`src/design/spu_decode_pkg.sv`:
```
package spu_decode_pkg;

	localparam int instr_w = 32;
	localparam int reg_addr_w = 7;
	localparam int num_regs = 128;
	localparam int pc_w = 8;
	localparam int op_w = 11;
	localparam int imm_w = 18;
	localparam int lat_w = 3;

	typedef enum logic [1:0] {
		unit_fp = 2'd0,
		unit_fx2 = 2'd1,
		unit_byte = 2'd2,
		unit_fx1 = 2'd3
	} unit_t;

	// odd pipe reuses the same two-bit codes and the pipe tells them apart
	localparam unit_t unit_perm = unit_t'(2'd0);
	localparam unit_t unit_ls = unit_t'(2'd1);
	localparam unit_t unit_br = unit_t'(2'd2);

	localparam logic [lat_w-1:0] lat_fp = 3'd6, lat_fx2 = 3'd4, lat_byte = 3'd4, lat_fx1 = 3'd2;
	localparam logic [lat_w-1:0] lat_perm = 3'd4, lat_ls = 3'd6, lat_br = 3'd1;

	typedef enum logic [2:0] {
		fmt_rr, fmt_rrr, fmt_ri7, fmt_ri8, fmt_ri10, fmt_ri16, fmt_ri18
	} fmt_t;

	localparam logic [instr_w-1:0] op_nop = 32'h4020_0000;
	localparam logic [instr_w-1:0] op_lnop = 32'h0020_0000;

	localparam logic [3:0] op_mpya = 4'b1100, op_fma = 4'b1110;
	localparam logic [6:0] op_ila = 7'b0100001;
	localparam logic [7:0] op_ai = 8'b00011100, op_andi = 8'b00010100, op_mpyi = 8'b01110100,
		op_lqd = 8'b00110100;
	localparam logic [8:0] op_ilh = 9'b010000011, op_iohl = 9'b011000001, op_br = 9'b001100100,
		op_brz = 9'b001000000, op_lqa = 9'b001100001, op_stqa = 9'b001000001;
	localparam logic [10:0] op_a = 11'b00011000000, op_ah = 11'b00011001000,
		op_sf = 11'b00001000000, op_and = 11'b00011000001, op_or = 11'b00001000001,
		op_xor = 11'b01001000001, op_mpy = 11'b01111000100, op_fa = 11'b01011000100,
		op_fm = 11'b01011000110, op_shl = 11'b00001011011, op_rot = 11'b00001011000,
		op_cntb = 11'b01010110100, op_avgb = 11'b00011010011, op_lqx = 11'b00111000100,
		op_stqx = 11'b00101000100, op_bi = 11'b00110101000, op_rotqby = 11'b00111011100,
		op_gbb = 11'b00110110010;
	localparam logic [10:0] op_shli = 11'b00001111011, op_roti = 11'b00001111000,
		op_rotqbyi = 11'b00111111100;

	typedef union packed {
		struct packed {
			logic [10:0] op;
			logic [reg_addr_w-1:0] rb, ra, rt;
		} rr_f;
		struct packed {
			logic [3:0] op;
			logic [reg_addr_w-1:0] rt, rb, ra, rc;
		} rrr_f;
		struct packed {
			logic [10:0] op;
			logic [6:0] i7;
			logic [reg_addr_w-1:0] ra, rt;
		} ri7_f;
		struct packed {
			logic [7:0] op;
			logic [9:0] i10;
			logic [reg_addr_w-1:0] ra, rt;
		} ri10_f;
		struct packed {
			logic [6:0] op_hi;	// whole opcode for ri18
			logic [1:0] op_lo;	// top of imm for ri18, opcode tail for ri16
			logic [15:0] i16;
			logic [reg_addr_w-1:0] rt;
		} ri16_18_f;
	} instr_u;

	typedef struct packed {
		logic valid;
		unit_t unit;
		fmt_t format;
		logic [op_w-1:0] op;
		logic [reg_addr_w-1:0] rt, ra, rb, rc;
		logic ra_used, rb_used, rc_used;
		logic reg_write;
		logic [imm_w-1:0] imm;
	} dec_instr_t;

endpackage

```
`src/design/even_decoder.sv`:
```
`timescale 1ns/1ps
module even_decoder (
	input spu_decode_pkg::instr_u word,
	output spu_decode_pkg::dec_instr_t dec
);
	logic hit;
	logic [8:0] op9;

	assign op9 = {word.ri16_18_f.op_hi, word.ri16_18_f.op_lo};

	always_comb begin
		dec = '0;
		hit = 1'b1;
		dec.rt = word.rr_f.rt;
		dec.ra = word.rr_f.ra;
		dec.rb = word.rr_f.rb;
		dec.rc = word.rr_f.rt;
		dec.reg_write = 1'b1;
		if (word.rrr_f.op inside {spu_decode_pkg::op_fma, spu_decode_pkg::op_mpya}) begin
			dec.format = spu_decode_pkg::fmt_rrr;
			dec.op = {7'd0, word.rrr_f.op};
			dec.unit = spu_decode_pkg::unit_fp;
			dec.rt = word.rrr_f.rt;	// rt sits right after the opcode
			dec.ra = word.rrr_f.ra;
			dec.rb = word.rrr_f.rb;
			dec.rc = word.rrr_f.rc;
			dec.ra_used = 1'b1;
			dec.rb_used = 1'b1;
			dec.rc_used = 1'b1;
		end else if (word.ri16_18_f.op_hi == spu_decode_pkg::op_ila) begin
			dec.format = spu_decode_pkg::fmt_ri18;
			dec.op = {4'd0, word.ri16_18_f.op_hi};
			dec.unit = spu_decode_pkg::unit_fx1;
			dec.imm = {word.ri16_18_f.op_lo, word.ri16_18_f.i16};	// already 18 bits
		end else if (op9 inside {spu_decode_pkg::op_ilh, spu_decode_pkg::op_iohl}) begin
			dec.format = spu_decode_pkg::fmt_ri16;
			dec.op = {2'd0, op9};
			dec.unit = spu_decode_pkg::unit_fx1;
			dec.imm = {{2{word.ri16_18_f.i16[15]}}, word.ri16_18_f.i16};
		end else if (word.ri10_f.op inside {spu_decode_pkg::op_ai, spu_decode_pkg::op_andi,
				spu_decode_pkg::op_mpyi}) begin
			dec.format = spu_decode_pkg::fmt_ri10;
			dec.op = {3'd0, word.ri10_f.op};
			dec.unit = (word.ri10_f.op == spu_decode_pkg::op_mpyi) ? spu_decode_pkg::unit_fp
				: spu_decode_pkg::unit_fx1;
			dec.ra_used = 1'b1;
			dec.imm = {{8{word.ri10_f.i10[9]}}, word.ri10_f.i10};
		end else begin
			dec.format = spu_decode_pkg::fmt_rr;
			dec.op = word.rr_f.op;
			dec.ra_used = 1'b1;
			dec.rb_used = 1'b1;
			case (word.rr_f.op)
				spu_decode_pkg::op_mpy, spu_decode_pkg::op_fa, spu_decode_pkg::op_fm:
					dec.unit = spu_decode_pkg::unit_fp;
				spu_decode_pkg::op_shl, spu_decode_pkg::op_rot:
					dec.unit = spu_decode_pkg::unit_fx2;
				spu_decode_pkg::op_avgb:
					dec.unit = spu_decode_pkg::unit_byte;
				spu_decode_pkg::op_cntb: begin
					dec.unit = spu_decode_pkg::unit_byte;
					dec.rb_used = 1'b0;	// single source
				end
				spu_decode_pkg::op_a, spu_decode_pkg::op_ah, spu_decode_pkg::op_sf,
				spu_decode_pkg::op_and, spu_decode_pkg::op_or, spu_decode_pkg::op_xor:
					dec.unit = spu_decode_pkg::unit_fx1;
				spu_decode_pkg::op_nop[31:21]: begin
					dec.ra_used = 1'b0;	// occupies the even pipe only
					dec.rb_used = 1'b0;
					dec.reg_write = 1'b0;
				end
				default: begin
					dec.format = spu_decode_pkg::fmt_ri7;
					dec.unit = spu_decode_pkg::unit_fx2;
					dec.rb_used = 1'b0;
					dec.imm = {{11{word.ri7_f.i7[6]}}, word.ri7_f.i7};
					hit = word.ri7_f.op inside {spu_decode_pkg::op_shli, spu_decode_pkg::op_roti};
				end
			endcase
		end
		if (!hit)
			dec = '0;
		dec.valid = hit;
	end
endmodule

```
`src/design/issue_control.sv`:
```
`timescale 1ns/1ps
module issue_control (
	input logic clk,
	input logic reset,
	input spu_decode_pkg::instr_u [1:0] instr_pair,
	input logic [spu_decode_pkg::pc_w-1:0] pc,
	input spu_decode_pkg::dec_instr_t [1:0] dec_even,
	input spu_decode_pkg::dec_instr_t [1:0] dec_odd,
	output spu_decode_pkg::instr_u [1:0] dec_word,	// pair handed to the decoders
	input logic [5:0] rd_busy,
	output logic [5:0][spu_decode_pkg::reg_addr_w-1:0] rd_addr,
	output logic [1:0] wr_en,
	output logic [1:0][spu_decode_pkg::reg_addr_w-1:0] wr_rt,
	output spu_decode_pkg::unit_t [1:0] wr_unit,
	output spu_decode_pkg::dec_instr_t issue_even,
	output spu_decode_pkg::dec_instr_t issue_odd,
	output logic stall,
	output logic [spu_decode_pkg::pc_w-1:0] stall_pc
);
	spu_decode_pkg::instr_u [1:0] buf_word;	// replay buffer holds words while stall is high
	spu_decode_pkg::dec_instr_t [1:0] slot;
	spu_decode_pkg::dec_instr_t issue_even_n, issue_odd_n;
	logic [spu_decode_pkg::pc_w-1:0] src_pc;
	logic [1:0] is_even, is_odd, waits_busy;
	logic pipe_clash, same_dest, reads_first;
	logic stall_first, stall_second, need_replay;

	assign dec_word = stall ? buf_word : instr_pair;
	assign src_pc = stall ? stall_pc : pc;

	always_comb begin
		for (int s = 0; s < 2; s++) begin
			is_even[s] = dec_even[s].valid;
			is_odd[s] = dec_odd[s].valid && !dec_even[s].valid;
			slot[s] = is_even[s] ? dec_even[s] : dec_odd[s];
			rd_addr[3*s] = slot[s].ra;
			rd_addr[3*s+1] = slot[s].rb;
			rd_addr[3*s+2] = slot[s].rc;
			waits_busy[s] = |(rd_busy[3*s +: 3] &
				{slot[s].rc_used, slot[s].rb_used, slot[s].ra_used});
		end
	end

	assign pipe_clash = (is_even[0] && is_even[1]) || (is_odd[0] && is_odd[1]);
	assign same_dest = slot[0].reg_write && slot[1].reg_write && (slot[0].rt == slot[1].rt);
	assign reads_first = slot[0].reg_write &&
		((slot[1].ra_used && slot[1].ra == slot[0].rt) ||
		(slot[1].rb_used && slot[1].rb == slot[0].rt) ||
		(slot[1].rc_used && slot[1].rc == slot[0].rt));

	assign stall_first = waits_busy[0];	// holds the whole pair
	assign stall_second = slot[1].valid &&
		(pipe_clash || same_dest || reads_first || waits_busy[1]);
	assign need_replay = stall_first || stall_second;

	// route survivors with slot 0 first
	always_comb begin
		issue_even_n = '0;
		issue_odd_n = '0;
		if (!stall_first) begin
			if (is_even[0])
				issue_even_n = slot[0];
			else if (is_even[1] && !stall_second)
				issue_even_n = slot[1];
			if (is_odd[0])
				issue_odd_n = slot[0];
			else if (is_odd[1] && !stall_second)
				issue_odd_n = slot[1];
		end
		wr_en[0] = issue_even_n.valid && issue_even_n.reg_write;
		wr_rt[0] = issue_even_n.rt;
		wr_unit[0] = issue_even_n.unit;
		wr_en[1] = issue_odd_n.valid && issue_odd_n.reg_write;
		wr_rt[1] = issue_odd_n.rt;
		wr_unit[1] = issue_odd_n.unit;
	end

	always_ff @(posedge clk) begin
		if (reset) begin
			issue_even <= '0;
			issue_odd <= '0;
			stall <= 1'b0;
			stall_pc <= '0;
		end else begin
			issue_even <= issue_even_n;
			issue_odd <= issue_odd_n;
			stall <= need_replay;
			stall_pc <= need_replay ? src_pc : '0;
		end
	end

	always_ff @(posedge clk) begin
		if (stall_first) begin
			buf_word <= dec_word;
		end else if (stall_second) begin
			buf_word[0] <= dec_word[1];
			buf_word[1] <= '0;	// all-zero word decodes as nothing
		end
	end
endmodule

```
`src/design/odd_decoder.sv`:
```
`timescale 1ns/1ps
module odd_decoder (
	input spu_decode_pkg::instr_u word,
	output spu_decode_pkg::dec_instr_t dec
);
	logic hit;
	logic [8:0] op9;

	assign op9 = {word.ri16_18_f.op_hi, word.ri16_18_f.op_lo};

	always_comb begin
		dec = '0;
		hit = 1'b1;
		dec.rt = word.rr_f.rt;
		dec.ra = word.rr_f.ra;
		dec.rb = word.rr_f.rb;
		dec.rc = word.rr_f.rt;	// stores and brz read rt through rc
		dec.reg_write = 1'b1;
		if (word.ri10_f.op == spu_decode_pkg::op_lqd) begin
			dec.format = spu_decode_pkg::fmt_ri10;
			dec.op = {3'd0, word.ri10_f.op};
			dec.unit = spu_decode_pkg::unit_ls;
			dec.ra_used = 1'b1;
			dec.imm = {{8{word.ri10_f.i10[9]}}, word.ri10_f.i10};
		end else if (op9 inside {spu_decode_pkg::op_lqa, spu_decode_pkg::op_stqa,
				spu_decode_pkg::op_br, spu_decode_pkg::op_brz}) begin
			dec.format = spu_decode_pkg::fmt_ri16;
			dec.op = {2'd0, op9};
			dec.unit = (op9 inside {spu_decode_pkg::op_br, spu_decode_pkg::op_brz})
				? spu_decode_pkg::unit_br : spu_decode_pkg::unit_ls;
			dec.imm = {{2{word.ri16_18_f.i16[15]}}, word.ri16_18_f.i16};
			dec.reg_write = (op9 == spu_decode_pkg::op_lqa);
			dec.rc_used = op9 inside {spu_decode_pkg::op_stqa, spu_decode_pkg::op_brz};
		end else begin
			dec.format = spu_decode_pkg::fmt_rr;
			dec.op = word.rr_f.op;
			dec.unit = spu_decode_pkg::unit_perm;
			dec.ra_used = 1'b1;
			dec.rb_used = 1'b1;
			case (word.rr_f.op)
				spu_decode_pkg::op_rotqby: ;
				spu_decode_pkg::op_gbb:
					dec.rb_used = 1'b0;
				spu_decode_pkg::op_lqx:
					dec.unit = spu_decode_pkg::unit_ls;
				spu_decode_pkg::op_stqx: begin
					dec.unit = spu_decode_pkg::unit_ls;
					dec.rc_used = 1'b1;
					dec.reg_write = 1'b0;
				end
				spu_decode_pkg::op_bi: begin
					dec.unit = spu_decode_pkg::unit_br;
					dec.rb_used = 1'b0;
					dec.reg_write = 1'b0;
				end
				spu_decode_pkg::op_lnop[31:21]: begin
					dec.ra_used = 1'b0;	// takes the odd slot and nothing else
					dec.rb_used = 1'b0;
					dec.reg_write = 1'b0;
				end
				default: begin
					dec.format = spu_decode_pkg::fmt_ri7;
					dec.rb_used = 1'b0;
					dec.imm = {{11{word.ri7_f.i7[6]}}, word.ri7_f.i7};
					hit = (word.ri7_f.op == spu_decode_pkg::op_rotqbyi);
				end
			endcase
		end
		if (!hit)
			dec = '0;
		dec.valid = hit;
	end
endmodule

```
`src/design/spu_decode.sv`:
```
`timescale 1ns/1ps
module spu_decode (
	input logic clk,
	input logic reset,
	input spu_decode_pkg::instr_u [1:0] instr_pair,
	input logic [spu_decode_pkg::pc_w-1:0] pc,
	output spu_decode_pkg::dec_instr_t issue_even,
	output spu_decode_pkg::dec_instr_t issue_odd,
	output logic stall,
	output logic [spu_decode_pkg::pc_w-1:0] stall_pc
);
	spu_decode_pkg::instr_u [1:0] dec_word;
	spu_decode_pkg::dec_instr_t [1:0] dec_even;
	spu_decode_pkg::dec_instr_t [1:0] dec_odd;
	logic [5:0] rd_busy;
	logic [5:0][spu_decode_pkg::reg_addr_w-1:0] rd_addr;
	logic [1:0] wr_en;
	logic [1:0][spu_decode_pkg::reg_addr_w-1:0] wr_rt;
	spu_decode_pkg::unit_t [1:0] wr_unit;

	// each word goes through both tables at once
	for (genvar s = 0; s < 2; s++) begin : g_slot
		even_decoder u_even (
			.word(dec_word[s]),
			.dec(dec_even[s])
		);
		odd_decoder u_odd (
			.word(dec_word[s]),
			.dec(dec_odd[s])
		);
	end

	write_scoreboard u_scoreboard (
		.clk(clk),
		.reset(reset),
		.wr_en(wr_en),
		.wr_rt(wr_rt),
		.wr_unit(wr_unit),
		.rd_addr(rd_addr),
		.rd_busy(rd_busy)
	);

	issue_control u_issue (
		.clk(clk),
		.reset(reset),
		.instr_pair(instr_pair),
		.pc(pc),
		.dec_even(dec_even),
		.dec_odd(dec_odd),
		.dec_word(dec_word),
		.rd_busy(rd_busy),
		.rd_addr(rd_addr),
		.wr_en(wr_en),
		.wr_rt(wr_rt),
		.wr_unit(wr_unit),
		.issue_even(issue_even),
		.issue_odd(issue_odd),
		.stall(stall),
		.stall_pc(stall_pc)
	);
endmodule

```
`src/design/write_scoreboard.sv`:
```
`timescale 1ns/1ps
module write_scoreboard (
	input logic clk,
	input logic reset,
	input logic [1:0] wr_en,	// [0] even pipe, [1] odd pipe
	input logic [1:0][spu_decode_pkg::reg_addr_w-1:0] wr_rt,
	input spu_decode_pkg::unit_t [1:0] wr_unit,
	input logic [5:0][spu_decode_pkg::reg_addr_w-1:0] rd_addr,
	output logic [5:0] rd_busy
);
	logic [spu_decode_pkg::lat_w-1:0] count [spu_decode_pkg::num_regs];
	logic [1:0][spu_decode_pkg::lat_w-1:0] load_lat;

	// load lat-1 so a reader can go exactly lat edges after its producer
	always_comb begin
		case (wr_unit[0])
			spu_decode_pkg::unit_fp: load_lat[0] = spu_decode_pkg::lat_fp - 1'b1;
			spu_decode_pkg::unit_fx2: load_lat[0] = spu_decode_pkg::lat_fx2 - 1'b1;
			spu_decode_pkg::unit_byte: load_lat[0] = spu_decode_pkg::lat_byte - 1'b1;
			default: load_lat[0] = spu_decode_pkg::lat_fx1 - 1'b1;
		endcase
		case (wr_unit[1])
			spu_decode_pkg::unit_perm: load_lat[1] = spu_decode_pkg::lat_perm - 1'b1;
			spu_decode_pkg::unit_ls: load_lat[1] = spu_decode_pkg::lat_ls - 1'b1;
			default: load_lat[1] = spu_decode_pkg::lat_br - 1'b1;
		endcase
	end

	always_ff @(posedge clk) begin
		for (int r = 0; r < spu_decode_pkg::num_regs; r++) begin
			if (reset)
				count[r] <= '0;
			else if (wr_en[1] && wr_rt[1] == spu_decode_pkg::reg_addr_w'(r))
				count[r] <= load_lat[1];
			else if (wr_en[0] && wr_rt[0] == spu_decode_pkg::reg_addr_w'(r))
				count[r] <= load_lat[0];	// a rewrite reloads
			else if (count[r] != '0)
				count[r] <= count[r] - 1'b1;
		end
	end

	always_comb begin
		for (int k = 0; k < 6; k++)
			rd_busy[k] = (count[rd_addr[k]] != '0);
	end
endmodule

```
`config.mk`:
```
export PLATFORM = sky130hd
export DESIGN_NAME = spu_decode
export DESIGN_NICKNAME = d
export VERILOG_FILES = /design/src/design/spu_decode_pkg.sv /design/src/design/even_decoder.sv /design/src/design/issue_control.sv /design/src/design/odd_decoder.sv /design/src/design/spu_decode.sv /design/src/design/write_scoreboard.sv
export SDC_FILE = /design/constraint.sdc
export NUM_CORES = 2
export LEC_CHECK = 0
export BUFFER_PORTS_ARGS = -buffer_cell sky130_fd_sc_hd__buf_2
export CELL_PAD_IN_SITES_DETAIL_PLACEMENT = 1
export CELL_PAD_IN_SITES_GLOBAL_PLACEMENT = 1
export CORE_MARGIN = 3
export CORE_UTILIZATION = 34
export DETAILED_ROUTE_END_ITERATION = 10
export HOLD_SLACK_MARGIN = 0.08
export MAX_ROUTING_LAYER = met4
export PLACE_DENSITY = 0.65
export SETUP_SLACK_MARGIN = 0.3
export SLEW_MARGIN = 20
export SYNTH_ARGS = -nofsm -noshare
export SYNTH_HDL_FRONTEND = slang
export SYNTH_HIERARCHICAL = 1
export SYNTH_SLANG_ARGS = --single-unit
```
`constraint.sdc`:
```
create_clock -name clk -period 32.6 [get_ports clk]
set_clock_uncertainty 0.1 [all_clocks]
set_input_delay 8.15 -clock clk [delete_from_list [all_inputs] [get_ports clk]]
set_output_delay 8.15 -clock clk [all_outputs]
set_load 0.02 [all_outputs]
```
# == After elaboration in Yosys (flattened, before gate mapping) ==
# Memories as Yosys holds them, arrays and structs flattened.
# Cells that the tools add are included.
# op_classes
n_mux,2029
n_shift,0
n_bitwise,387
eq_ne,333
multipliers,0
div_mod_pow,0
magnitude_cmp,0
n_reduce_logical,457
addsub,128
# op_table
operator,n
$mux 1,1578
$mux 3,386
$eq 7x7->1 const B,128
$mux 67,8
$eq 7x6->1 const B,66
$reduce_bool 3->1,136
$or 1x1->1,384
$sub 3x1->3 const B,128
$logic_and 1x1->1,271
$eq 7x5->1 const B,32
$mux 18,12
$mux 16,12
$mux 64,3
$eq 11x10->1 const B,12
$eq 11x7->1 const B,12
$eq 11x9->1 const B,12
$mux 66,2
$eq 7x4->1 const B,16
$eq 11x8->1 const B,8
$eq 9x7->1 const B,8
$eq 7x3->1 const B,8
$mux 28,2
$mux 20,2
$mux 19,2
29 further kinds,106
# totals
ramBits,384
output_inout_bits,143
register_bits,207
rom_bits,0
latch_bits,0
n_memories,1
inputBits,74
elab_cells,3365
# memory_table
name,depth,word_bits,rd,rd_clocked_by_memory_dff,write_ports,line,source
u_scoreboard.count,128,3,134,0,128,write_scoreboard.sv:11,logic [spu_decode_pkg::lat_w-1:0] count [spu_decode_pkg::num_regs];

# == Logic depth before layout (Yosys ltp) ==
# depth
depth_word,30
ltp_mapped,46
mapped_depth_nobuf,30

# == Cells and area by module ==
# Netlist, hierarchy kept.
# modules_own_cells
mod,instances,cells_each,seq_area_each_um2,area_each_um2
write_scoreboard,1,4092,11531.1,39021.2
issue_control,1,927,4784.6,9384.0
odd_decoder,2,133,0.0,965.9
even_decoder (g_slot[0].u_even),1,198,0.0,1191.1
even_decoder (g_slot[1].u_even),1,163,0.0,1104.8

# == Least setup slack after synthesis ==
# No wires, ideal clock.
# synth_timing
path_kind,input -> register
from,input port instr_pair[22] (netlist name)
to,"memory u_scoreboard/count[64][1] (netlist name), data pin"
setup_ns,0.256
n_path_buf,13
setup_slack_ns,16.665
stages,36
required_time_ns,32.244
t_arrival_ns,15.579
path_cell_list,mux2_2 -> or4_1 -> nand2b_1 -> a211o_1 -> and4b_1 -> buf_6 -> nand3_1 -> buf_2 -> buf_4 -> buf_6 -> buf_2 -> clkbuf_1 -> clkbuf_1 -> nand2_1 -> o21ai_0 -> buf_4 -> buf_6 -> buf_2 -> mux4_2 -> o211ai_1 -> o221ai_1 -> a21oi_1 -> a211oi_2 -> a21oi_1 -> nand2_1 -> nand3_1 -> clkbuf_1 -> nor3_1 -> buf_4 -> clkbuf_1 -> or3b_1 -> nor3_2 -> nand2_1 -> a21oi_1 -> mux2_2 -> o211a_1
# synth_rtl
element,line,source
start: declaration,spu_decode.sv:5,"input spu_decode_pkg::instr_u [1:0] instr_pair,"
end: declaration,write_scoreboard.sv:11,

==> flow_metrics.tcl <==
set metrics [dict create \
    outcome "finished clean" \
    rr_startpoint "u_issue/stall" \
    timing.fmax_mhz 49.6 \
    grt_max_degree 112 \
    grt_use_met3 0.102 \
    maxCapViolations 0 \
    r2r_setup_slack_ns 18.48 \
    syn_to_final_growth_pct 10.2 \
    whs_endpoint "u_issue/stall_pc[4]" \
    hp-class "reg -> reg" \
    final_nets 5859 \
    core-area_mm2 0.153 \
    rows 143 \
    final.fill_count 17400 \
    crit_type "in -> reg" \
    cp-start-kind "primary input" \
    met2_usage 0.477 \
    dpl.hpwl_um 187000 \
    grt_pass1_vias 51400 \
    drcViolationCount 0 \
    synthFlopType "edfxtp_1" \
    postPlaceCellArea_mm2 0.0552 \
    htree_levels 3 \
    ir_drop_mv 0.0366 \
    antenna_found_initial 19 \
    gr-total-overflow 0 \
    start_util 0.344 \
    fin_area_mm2 0.0580 \
    power_density_mw_per_mm2 70.0 \
    cts-buffers-inserted 77 \
    yosysWarnings 6 \
    dr.pass1.iters 6 \
    rsz0062_at_grt "false" \
    cts_tree "done" \
    synth_edf_count 448 \
    ys_types 113 \
    crit_top_cell "buf_4" \
    slew_viol_final 0 \
    avgViaCountPerCell 6.86 \
    cts_setup_buffers 0 \
    place_ws_ns 12.42 \
    drt.antenna.violating_nets 0 \
    cts_hold_buf 0 \
    wl_per_cell_um 34.7 \
    worstMarginPinSlew_ns 1.39 \
    ys_seq_area_frac 0.310 \
    io_buffers 216 \
    via_count 52400 \
    finalCritPeriodShare 0.618 \
    routed_wirelength_um 266000 \
    post-route-util 0.380 \
    grt.busiest_layer "met2" \
    cp_data_arrival_time_ns 20.61 \
    critical-path-max-stage-delay_ns 0.99 \
    cts.clk_slew.worst_paths_ns 0.06 \
    met1_usage 0.404 \
    fin_crit_ns 20.16 \
    drt_iter0_markers 7504 \
    finalSetupViolations 0 \
    root_buffer "clkbuf_16" \
    min_path_cells 2 \
    seq_area_mm2 0.0163 \
    die_y_um 399 \
    synth_area_mm2 0.0526 \
    worstPathMaxFanout 41 \
    ys_ff_latch 591 \
    crit_path_end_kind "flop" \
    async_reset_ff_frac 0 \
    p_leak_uw 0.0204 \
    syn_inst 5646 \
    cts_buffer_depth 3 \
    tns_ns 0 \
    clock_sinks 591 \
    reg2regPathDepth 32 \
    min_from "u_issue/stall_pc[4]" \
    die_w_um 399 \
    reg2reg_to "u_scoreboard/count[126][2]" \
    grt_pass1_wl_um 376000 \
    setup_ws_ns 12.44 \
    gp_congestion 1.02 \
    finalHoldViolations 0 \
    cts_resized 0 \
    multi_input_area_mm2 0.0322 \
    critPathSlowestCell "nor3_2" \
    syn_area_per_cell_um2 9.32 \
    holdWs_ns 0.435 \
    die-area_mm2 0.160 \
    worstPathRequired_ns 33.05 \
    track_usage 0.332 \
    max_slew_margin 0.0745 \
    ioPinCount 217 \
    drive_gt1_frac 0.185 \
    clk_latency_ns 0.73 \
]
==> layout by cell type (no fill, tap or decap), types with 24 or more instances in the layout <==
cell type / Yosys / final
o22ai_1: 29 / 29
nor2_1: 348 / 322
buf_2: 120 / 215
a211oi_1: 108 / 108
a221oi_1: 118 / 118
and3_1: 26 / 25
nand2_1: 336 / 336
dfxtp_1: 143 / 142
mux2_2: 59 / 59
nand3_1: 74 / 72
mux4_2: 293 / 293
diode_2: 0 / 24
a311oi_1: 25 / 25
a31oi_1: 183 / 183
nor3_1: 227 / 203
o21ai_0: 461 / 442
buf_4: 66 / 147
nor2b_1: 89 / 86
and2_1: 34 / 34
xnor2_1: 34 / 34
ha_1: 257 / 256
a21oi_1: 218 / 218
inv_1: 492 / 479
edfxtp_1: 448 / 448
nand2b_1: 140 / 140
clkbuf_16: 0 / 84
a22o_1: 103 / 103
a32oi_1: 275 / 275
mux2i_1: 114 / 114
nor4_1: 57 / 56
==> sequential cells by signal (all words and copies together) (netlist names) <==
register and flops:
u_issue/issue_odd 67, u_issue/issue_even 67, u_scoreboard/count 384, u_issue/stall_pc 8
u_issue/buf_word 64, u_issue/stall 1
==> layer usage <==
metal	up-vias	routed length, µm
met5	-	0
met4	0	19700
met3	913	33400
met2	3718	113000
met1	26300	99200
li1	21500	-
==> worst max path at each step <==
stage / to / startpoint / cells after the start / slack, ns
floorplan: u_scoreboard/count[64][1] / instr_pair[22] / 36 / 16.67
global placement: u_scoreboard/count[64][2] / instr_pair[59] / 34 / 12.71
detailed placement: u_scoreboard/count[64][1] / instr_pair[59] / 34 / 12.42
CTS: u_scoreboard/count[107][2] / instr_pair[59] / 32 / 13.04
global route: u_scoreboard/count[107][1] / instr_pair[59] / 32 / 12.37
finish: u_scoreboard/count[126][2] / instr_pair[59] / 32 / 12.44
==> kinds of logic (layout without fill, tap and decap cells) <==
family,count (synthesis),count (layout),share of synthesized area
AOI/OAI and AO/OA,1705,1705,0.223
xor gates and xnor gates,37,37,0.00616
adders and majority gates,257,257,0.0611
buffers and inverters,1074,1016,0.0883
DFF,591,591,0.310
muxes,480,480,0.163
other,4,30,0.000285
and+or+nand+nor,1498,1498,0.147
==> worst max-delay path, delay by kind of cell <==
family	cells	cell delay, ns
and+or+nand+nor	8	4.33
buffers and inverters	11	3.61
AOI/OAI and AO/OA	9	3.56
muxes	4	0.83
==> area by class of cell <==
class	count	area share
antenna	24	0.00104
timing repair buffer	372	0.0409
sequential	591	0.281
clock buffer	94	0.0371
inverter	503	0.0327
multi-input combinational	3983	0.556
tap	2030	0.0438
clock inverter	47	0.00729
==> through the flow <==
stage / power, µW / instances
2_1_floorplan: 2480 / 5648
3_3_place_gp: 3040 / 7473
3_5_place_dp: 3100 / 7474
4_1_cts: 4000 / 7615
5_1_grt: 4280 / 7639
6_report: 4060 / 7644
==> report_power, final <==
part	switching [µW]	internal, µW	total (µW)
combinational	986	734	1720
sequential	317	1140	1450
clock	388	500	888
total	1690	2370	4060
==> synthesized netlist by cell type, types with 16 or more instances <==
master | n | area (µm²)
inv_1 | 492 | 1850
o21ai_0 | 461 | 2310
edfxtp_1 | 448 | 13500
nor2_1 | 348 | 1310
nand2_1 | 336 | 1260
mux4_2 | 293 | 6600
clkbuf_1 | 292 | 1100
a32oi_1 | 275 | 2410
ha_1 | 257 | 3220
nor3_1 | 227 | 1140
a21oi_1 | 218 | 1090
a31oi_1 | 183 | 1140
dfxtp_1 | 143 | 2860
nand2b_1 | 140 | 876
buf_2 | 120 | 601
a221oi_1 | 118 | 1030
mux2i_1 | 114 | 1140
a211oi_1 | 108 | 811
a22o_1 | 103 | 902
nor2b_1 | 89 | 557
nand3_1 | 74 | 370
buf_4 | 66 | 495
buf_1 | 65 | 244
mux2_2 | 59 | 664
nor4_1 | 57 | 357
and2_1 | 34 | 213
xnor2_1 | 34 | 298
o22ai_1 | 29 | 181
and3_1 | 26 | 163
buf_6 | 26 | 293
a311oi_1 | 25 | 219
o21a_1 | 22 | 165
nand3b_1 | 20 | 150
nor4b_1 | 18 | 158
a2111oi_0 | 17 | 149
nand4_1 | 16 | 100
o211ai_1 | 16 | 120
Note: power is estimated with default switching activity, not from simulation.
